<file path="config.mk">
export PLATFORM = sky130hd
export DESIGN_NAME = exec_lane
export DESIGN_NICKNAME = d
export VERILOG_FILES = /design/src/hw/dpath_pkg.sv /design/src/hw/exec_lane.sv /design/src/hw/int_alu.sv
export SDC_FILE = /design/constraint.sdc
export NUM_CORES = 1
export LEC_CHECK = 0
export BUFFER_PORTS_ARGS = -buffer_cell sky130_fd_sc_hd__buf_2
export CAP_MARGIN = 5
export CORE_MARGIN = 4
export CORE_UTILIZATION = 61
export CTS_CLUSTER_DIAMETER = 80
export DETAILED_ROUTE_END_ITERATION = 8
export PLACE_DENSITY = 0.81
export SYNTH_ARGS = -nofsm -noshare
export SYNTH_HDL_FRONTEND = slang
export SYNTH_SLANG_ARGS = --single-unit
</file>
<file path="constraint.sdc">
create_clock -name clk -period 5.2 [get_ports clk]
set_input_delay 0.52 -clock clk [delete_from_list [all_inputs] [get_ports clk]]
set_output_delay 0.52 -clock clk [all_outputs]
set_load 0.05 [all_outputs]
</file>
<file path="src/hw/dpath_pkg.sv">
// Shared datapath types for the dual-lane integer core
// ALU function codes and operand source select codes
`default_nettype none

package dpath_pkg;

  // Machine word and instruction word
  typedef logic [31:0] data_t;
  typedef logic [31:0] inst_t;

  // Architectural register index, register 0 reads as zero
  typedef logic [4:0]  reg_addr_t;

  // Control field types
  typedef logic [3:0]  alu_fn_t;
  typedef logic [1:0]  op0_sel_t;
  typedef logic [1:0]  op1_sel_t;

  // Default slot count and number of commit ports
  localparam int ROB_DEPTH  = 32;
  localparam int NUM_COMMIT = 2;

  // ALU functions, unlisted codes produce zero
  localparam alu_fn_t ALU_ADD   = 4'd0;
  localparam alu_fn_t ALU_SUB   = 4'd1;
  localparam alu_fn_t ALU_SLL   = 4'd2;
  localparam alu_fn_t ALU_SLT   = 4'd3;
  localparam alu_fn_t ALU_SLTU  = 4'd4;
  localparam alu_fn_t ALU_XOR   = 4'd5;
  localparam alu_fn_t ALU_SRL   = 4'd6;
  localparam alu_fn_t ALU_SRA   = 4'd7;
  localparam alu_fn_t ALU_OR    = 4'd8;
  localparam alu_fn_t ALU_AND   = 4'd9;
  localparam alu_fn_t ALU_PASS1 = 4'd10;

  // Operand sources
  // Operand 0 uses OP_REG, OP_ROB and OP_ZERO only
  localparam op1_sel_t OP_REG  = 2'd0;
  localparam op1_sel_t OP_ROB  = 2'd1;
  localparam op1_sel_t OP_IMM  = 2'd2;
  localparam op1_sel_t OP_ZERO = 2'd3;

endpackage

`default_nettype wire
</file>
<file path="src/hw/exec_lane.sv">
// One execute lane
// Operand register, ALU and writeback register, two cycles issue to writeback
`timescale 1ns/1ps
`default_nettype none

module exec_lane
  import dpath_pkg::*;
#(
  parameter int ROB_DEPTH = dpath_pkg::ROB_DEPTH
) (
  input  logic                         clk,
  input  logic                         reset,

  // Issue side, combinational in the issue cycle
  input  logic                         x_val,
  input  alu_fn_t                      x_fn,
  input  data_t                        x_op0,
  input  data_t                        x_op1,
  input  logic [$clog2(ROB_DEPTH)-1:0] x_dst_slot,

  // Writeback to the reorder buffer
  output logic                         wb_val,
  output logic [$clog2(ROB_DEPTH)-1:0] wb_slot,
  output data_t                        wb_data
);

  localparam int SLOT_W = $clog2(ROB_DEPTH);

  // ------------------------------------------------------------------------
  // Execute stage registers
  // ------------------------------------------------------------------------

  logic              ex_val;
  alu_fn_t           ex_fn;
  data_t             ex_op0;
  data_t             ex_op1;
  logic [SLOT_W-1:0] ex_slot;

  always_ff @(posedge clk) begin
    if (reset) begin
      ex_val <= 1'b0;
    end else begin
      ex_val <= x_val;
    end
  end

  always_ff @(posedge clk) begin
    ex_fn   <= x_fn;
    ex_op0  <= x_op0;
    ex_op1  <= x_op1;
    ex_slot <= x_dst_slot;
  end

  // ALU runs during the execute cycle
  data_t alu_out;

  int_alu u_int_alu (
    .in0 (ex_op0),
    .in1 (ex_op1),
    .fn  (ex_fn),
    .out (alu_out)
  );

  // ------------------------------------------------------------------------
  // Writeback stage registers
  // ------------------------------------------------------------------------

  always_ff @(posedge clk) begin
    if (reset) begin
      wb_val <= 1'b0;
    end else begin
      wb_val <= ex_val;
    end
  end

  always_ff @(posedge clk) begin
    wb_slot <= ex_slot;
    wb_data <= alu_out;
  end

endmodule

`default_nettype wire

</file>
<file path="src/hw/int_alu.sv">
// Combinational integer ALU
// Add, subtract, shifts, compares, logic ops and operand-1 pass
`timescale 1ns/1ps
`default_nettype none

module int_alu
  import dpath_pkg::*;
(
  input  data_t   in0,
  input  data_t   in1,
  input  alu_fn_t fn,
  output data_t   out
);

  // Shift amount from the low bits of operand 1
  logic [4:0] shamt;

  assign shamt = in1[4:0];

  always_comb begin
    case (fn)
      ALU_ADD: begin
        out = in0 + in1;
      end
      ALU_SUB: begin
        out = in0 - in1;
      end
      ALU_SLL: begin
        out = in0 << shamt;
      end
      ALU_SLT: begin
        out = {31'd0, $signed(in0) < $signed(in1)};
      end
      ALU_SLTU: begin
        out = {31'd0, in0 < in1};
      end
      ALU_XOR: begin
        out = in0 ^ in1;
      end
      ALU_SRL: begin
        out = in0 >> shamt;
      end
      ALU_SRA: begin
        out = data_t'($signed(in0) >>> shamt);
      end
      ALU_OR: begin
        out = in0 | in1;
      end
      ALU_AND: begin
        out = in0 & in1;
      end
      ALU_PASS1: begin
        out = in1;
      end
      default: begin
        out = '0;
      end
    endcase
  end

endmodule

`default_nettype wire

</file>
# --- Word-level counts from Yosys, hierarchy flattened ---
# Cells that the tools add are included.
totals:
  ff_bits: 112
  in_bits: 76
  out_inout_bits: 38
  word_cells: 30
classes:
  n_addsub: 2
  n_lt_le_gt_ge: 2
  eq_ne: 10
  n_shift: 3
  muxes: 1
  bitwise: 3
  reduce_logical: 1
ops:
  columns: ["op", "n"]
  rows:
  - ["$pmux W32 S11", 1]
  - ["$lt A32 B32 Y1", 2]
  - ["$add A32 B32 Y32", 1]
  - ["$and A32 B32 Y32", 1]
  - ["$or A32 B32 Y32", 1]
  - ["$shl A32 B5 Y32", 1]
  - ["$shr A32 B5 Y32", 1]
  - ["$sshr A32 B5 Y32", 1]
  - ["$sub A32 B32 Y32", 1]
  - ["$xor A32 B32 Y32", 1]
  - ["$eq A4 B3 Y1 const B", 4]
  - ["$eq A4 B4 Y1 const B", 3]
  - ["$eq A4 B2 Y1 const B", 2]
  - ["$eq A4 B1 Y1 const B", 1]
  - ["$logic_not A4 Y1", 1]

# --- Logic depth before layout (Yosys ltp) ---
logic_depth:
  depth_word: 2
  ltp_mapped: 15
  ltp_nobuf: 12

# --- Modules after synthesis ---
# A second synthesis with hierarchy kept.
hier_totals:
  cells_unflattened: 1548
  hier_area_um2: 11537.3
modules_own_cells:
  columns: ["module", "instances", "cells_each", "area_per_inst_um2", "seq_area_each_um2"]
  rows:
  - ["int_alu", 1, 1434, 9282.7, 0.0]
  - ["exec_lane", 1, 114, 2254.7, 2242.2]

# --- Worst setup path before layout ---
# Ideal clock, no wire load.
synth_timing:
  kind: "register to register"
  startpoint: "reg ex_op1[2]"
  endpoint: "reg wb_data[30]"
  setup_ns: 0.084
  arrival_time_ns: 3.645
  required_ns: 5.116
  setup_slack_ns: 1.471
  path_stages_with_launch: 16
  path_buffers: 4
  period_less_slack_ns: 3.729
  cell_sequence: "dfxtp_1 -> buf_2 -> inv_1 -> buf_2 -> buf_1 -> clkbuf_1 -> ha_1 -> nand2b_1 -> a21oi_1 -> o21ai_0 -> a211oi_1 -> o311a_1 -> or2_4 -> a2111oi_4 -> nor3_2 -> o31ai_2"
synth_between:
  elab_chain_cells: 2
  elab_cells_between_ends: 6
  classes_between: "add/sub (2); shift (3); mux (1)"
synth_lines:
  columns: ["element", "line_no", "source"]
  rows:
  - ["from (decl)", "exec_lane.sv:36", "data_t ex_op1;"]
  - ["from (signal assigned)", "exec_lane.sv:50", "ex_op1 <= x_op1;"]
  - ["$sub A32 B32 Y32 (tied with other cells)", "int_alu.sv:26", "out = in0 - in1;"]
  - ["$pmux W32 S11 *", "int_alu.sv:21", "case (fn)"]
  - ["via alu_out[30]", "exec_lane.sv:55", "data_t alu_out;"]
  - ["to (signal assigned)", "exec_lane.sv:78", "wb_data <= alu_out;"]
  - ["to (decl)", "exec_lane.sv:24", "output data_t wb_data"]
# The timed path passes the listed nets; every way through them passes the cells marked *.
# A chain may end at the register's enable or synchronous reset.

# --- Final worst setup path ---
layout_timing:
  startpoint: "reg ex_op1[0]"
  endpoint: "reg wb_data[28]"
# Same word-level chain as after synthesis.

==> flow_metrics.py <==
metrics = {
    "run_status": {
        "status": "complete, no violations",
    },
    "cts": {
        "cts_buffers": 9,
        "h-tree-depth": 3,
        "clkTransAtPathRegs_ns": 0.09,
        "clock_latency_ns": 0.38,
        "root_buffer": "clkbuf_16",
        "cts-resized-gates": 0,
        "cts.sinks": 112,
        "postCtsHoldBufs": 0,
        "cts_setup_buffers": 0,
        "cts_tree": "built",
        "cts.path.max_buffers": 2,
    },
    "sta": {
        "rsz0062_at_grt": "no",
        "hold_violations": 0,
        "fmax_mhz": 249,
        "fin_crit_sh": 0.772,
        "tns_ns": 0,
        "slew_headroom": 0.265,
        "drv_slew": 0,
        "layout_setup_ws_ns": 1.19,
        "finalSetupViolCount": 0,
        "period_needed_ns": 4.01,
        "finalClockSkew_ns": 0.0146,
        "max_slew.worst_pin.slew_ns": 1.10,
    },
    "worst_hold_path": {
        "worstHoldStart": "x_op0[18]",
        "holdPathStages": 1,
        "hp-class": "in2reg",
        "hold_end": "ex_op0[18]",
    },
    "yosys": {
        "synth_seq_cells": 112,
        "post_synth.cell_area_avg_um2": 7.68,
        "netlist_area_mm2": 0.0115,
        "yosysUniqueCellTypes": 93,
        "synth-edff-count": 0,
        "yosysWarnings": 0,
        "ys.flop_type": "dfxtp_1",
        "ys_seq_area_frac": 0.196,
        "netlist_instances": 1492,
        "synth_nets": 1670,
        "synth-async-reset-ratio": 0,
    },
    "pwr": {
        "pwr_density_cell_mw_per_mm2": 238,
        "peakVddDrop_mv": 0.192,
        "total_power_w": 0.00295,
        "p_leak_nw": 5.35,
    },
    "finish": {
        "n_fill_cell": 1590,
        "num-nets-final": 1714,
        "utilization": 0.681,
        "drive_gt1_frac": 0.166,
        "final_area_mm2": 0.0124,
        "num_antenna_cells": 0,
        "areaGrowthSynthToFinish_pct": 8.18,
    },
    "place": {
        "finalWeightedCongestion": 1.12,
        "pre_cts_slack_ns": 1.38,
        "port_buffers": 113,
        "dpl.hpwl_um": 35700,
        "place_area_mm2": 0.0121,
    },
    "detailed_routing": {
        "antenna_left": 0,
        "wire_per_inst_um": 27.2,
        "drt-pass1-iter-count": 8,
        "vias": 13100,
        "drc": 0,
        "avgViaCountPerCell": 7.40,
        "routed_wl_um": 48200,
        "drt-initial-drc-count": 2302,
    },
    "setup_path": {
        "critical_path_required_ns": 5.47,
        "path_cells": "ha_1, inv_1, fa_1, nand2b_1, a21oi_1, o21ai_0, a211oi_1, o311a_1, or2_4, a211oi_1, o32a_1, o32a_1",
        "critPathCaptureType": "register",
        "rr_startpoint": "ex_op1[0]",
        "crit_buf_inv": 1,
        "critPathLaunchType": "register",
        "r2r_setup_slack_ns": 1.19,
        "rr_endpoint": "wb_data[28]",
        "path_delay_family": "compound AO/OA/AOI/OAI gates",
        "max_stage_delay_ns": 0.69,
        "cp_slowest_cell": "dfxtp_2",
        "worstSetupPathType": "reg2reg",
        "r2r_cells": 12,
        "cp_max_fo": 26,
        "critPathArrivalTime_ns": 4.28,
    },
    "grt": {
        "use_met3": 0.0982,
        "gr-total-overflow": 0,
        "grt_use_met2": 0.670,
        "grt_max_degree": 75,
        "antenna_found_initial": 3,
        "grt_pass1_wl_um": 72700,
        "grt_pass1_vias": 12000,
        "grtUsageMet1": 0.560,
        "busiest_layer": "met2",
        "grt_usage": 0.438,
    },
    "job": {
        "cap_violations": 0,
    },
    "floorplan": {
        "die-width_um": 145,
        "row_count": 49,
        "core_mm2": 0.0182,
        "ios": 114,
        "initial_utilization": 0.629,
        "dieArea_mm2": 0.0210,
        "die_h_um": 145,
    },
}
==> layer usage <==
| layer | part of all wire | vias up |
|---|---|---|
| li1 | - | 5639 |
| met1 | 0.36 | 5970 |
| met2 | 0.42 | 1211 |
| met3 | 0.14 | 270 |
| met4 | 0.089 | 0 |
| met5 | 0 | - |
==> state kept, by name, summed over array words and instances, names as in the netlist <==
register	cells
ex_fn	4
ex_op0	32
ex_op1	32
ex_slot	5
ex_val	1
wb_data	32
wb_slot	5
wb_val	1
==> power breakdown <==
| group | leakage, nW | switching, W | internal [W] |
|---|---|---|---|
| registers | 0.944 | 0.0000773 | 0.000932 |
| clock network | 0.141 | 0.000379 | 0.000339 |
| logic | 4.26 | 0.000825 | 0.000393 |
| total | 5.35 | 0.00128 | 0.00166 |
==> layout make-up <==
type	count	area [um^2]	area share
clock buffers	10	229	0.0185
inverters	98	368	0.0297
multi-input cells	1170	8400	0.678
repair buffers	145	806	0.0650
clock inverters	6	57.6	0.00464
well taps	229	287	0.0231
flip-flops and latches	112	2250	0.182
==> cell usage in the layout, fill, tap and decap left out, types with 22 or more instances in the layout <==
cell type  count
mux2i_1       40
nor3_1        35
ha_1         100
a21o_1        22
a211oi_1      34
buf_4         32
mux4_2        27
nor2_1       155
o21ai_0       95
o211ai_1      35
a21oi_1      124
mux2_2        25
nand3_1       26
dfxtp_1      108
inv_1         95
buf_2        113
nand2_1      125
a221oi_1      27
==> per-stage QoR <==
step | hold slack [ns] | std cells
2_1_floorplan | 0.310 | 1492
3_5_place_dp | 0.315 | 1754
4_1_cts | 0.232 | 1770
6_report | 0.230 | 1770
5_1_grt | 0.230 | 1770
3_3_place_gp | 0.310 | 1754
==> worst max-delay path by stage <==
| stage | from | end | slack (ns) | cells past startpoint |
|---|---|---|---|---|
| 3_3_place_gp | ex_op1[0] | wb_data[28] | 1.47 | 12 |
| 3_5_place_dp | ex_op1[0] | wb_data[28] | 1.38 | 12 |
| 4_1_cts | ex_op1[0] | wb_data[28] | 1.35 | 12 |
| 5_1_grt | ex_op1[0] | wb_data[28] | 1.03 | 12 |
| 6_report | ex_op1[0] | wb_data[28] | 1.19 | 12 |
| 2_1_floorplan | ex_op1[2] | wb_data[30] | 1.47 | 15 |
==> cell usage after synthesis (15+ instances only) <==
master,instances,area [um^2]
o211ai_1,35,263
nand3_1,26,130
mux2i_1,40,400
nand2_1,125,469
a31oi_1,16,100
nor3_1,36,180
ha_1,100,1250
a22oi_1,15,113
mux4_2,27,608
clkbuf_1,65,244
a221oi_1,27,236
a211oi_1,34,255
inv_1,95,357
o22ai_1,19,119
nor2_1,155,582
a21o_1,22,165
a21oi_1,124,621
mux2_2,25,282
o21ai_0,95,475
buf_2,26,130
dfxtp_1,112,2240
==> kinds of logic after synthesis <==
family	count (synthesis)	share of synthesized area
buf+inv	210	0.0762
xor+xnor	7	0.00535
compound gates	525	0.316
fa+ha+maj	102	0.113
flops	112	0.196
simple gates	443	0.180
mux	93	0.114
Power figures use the tool's default switching activity.
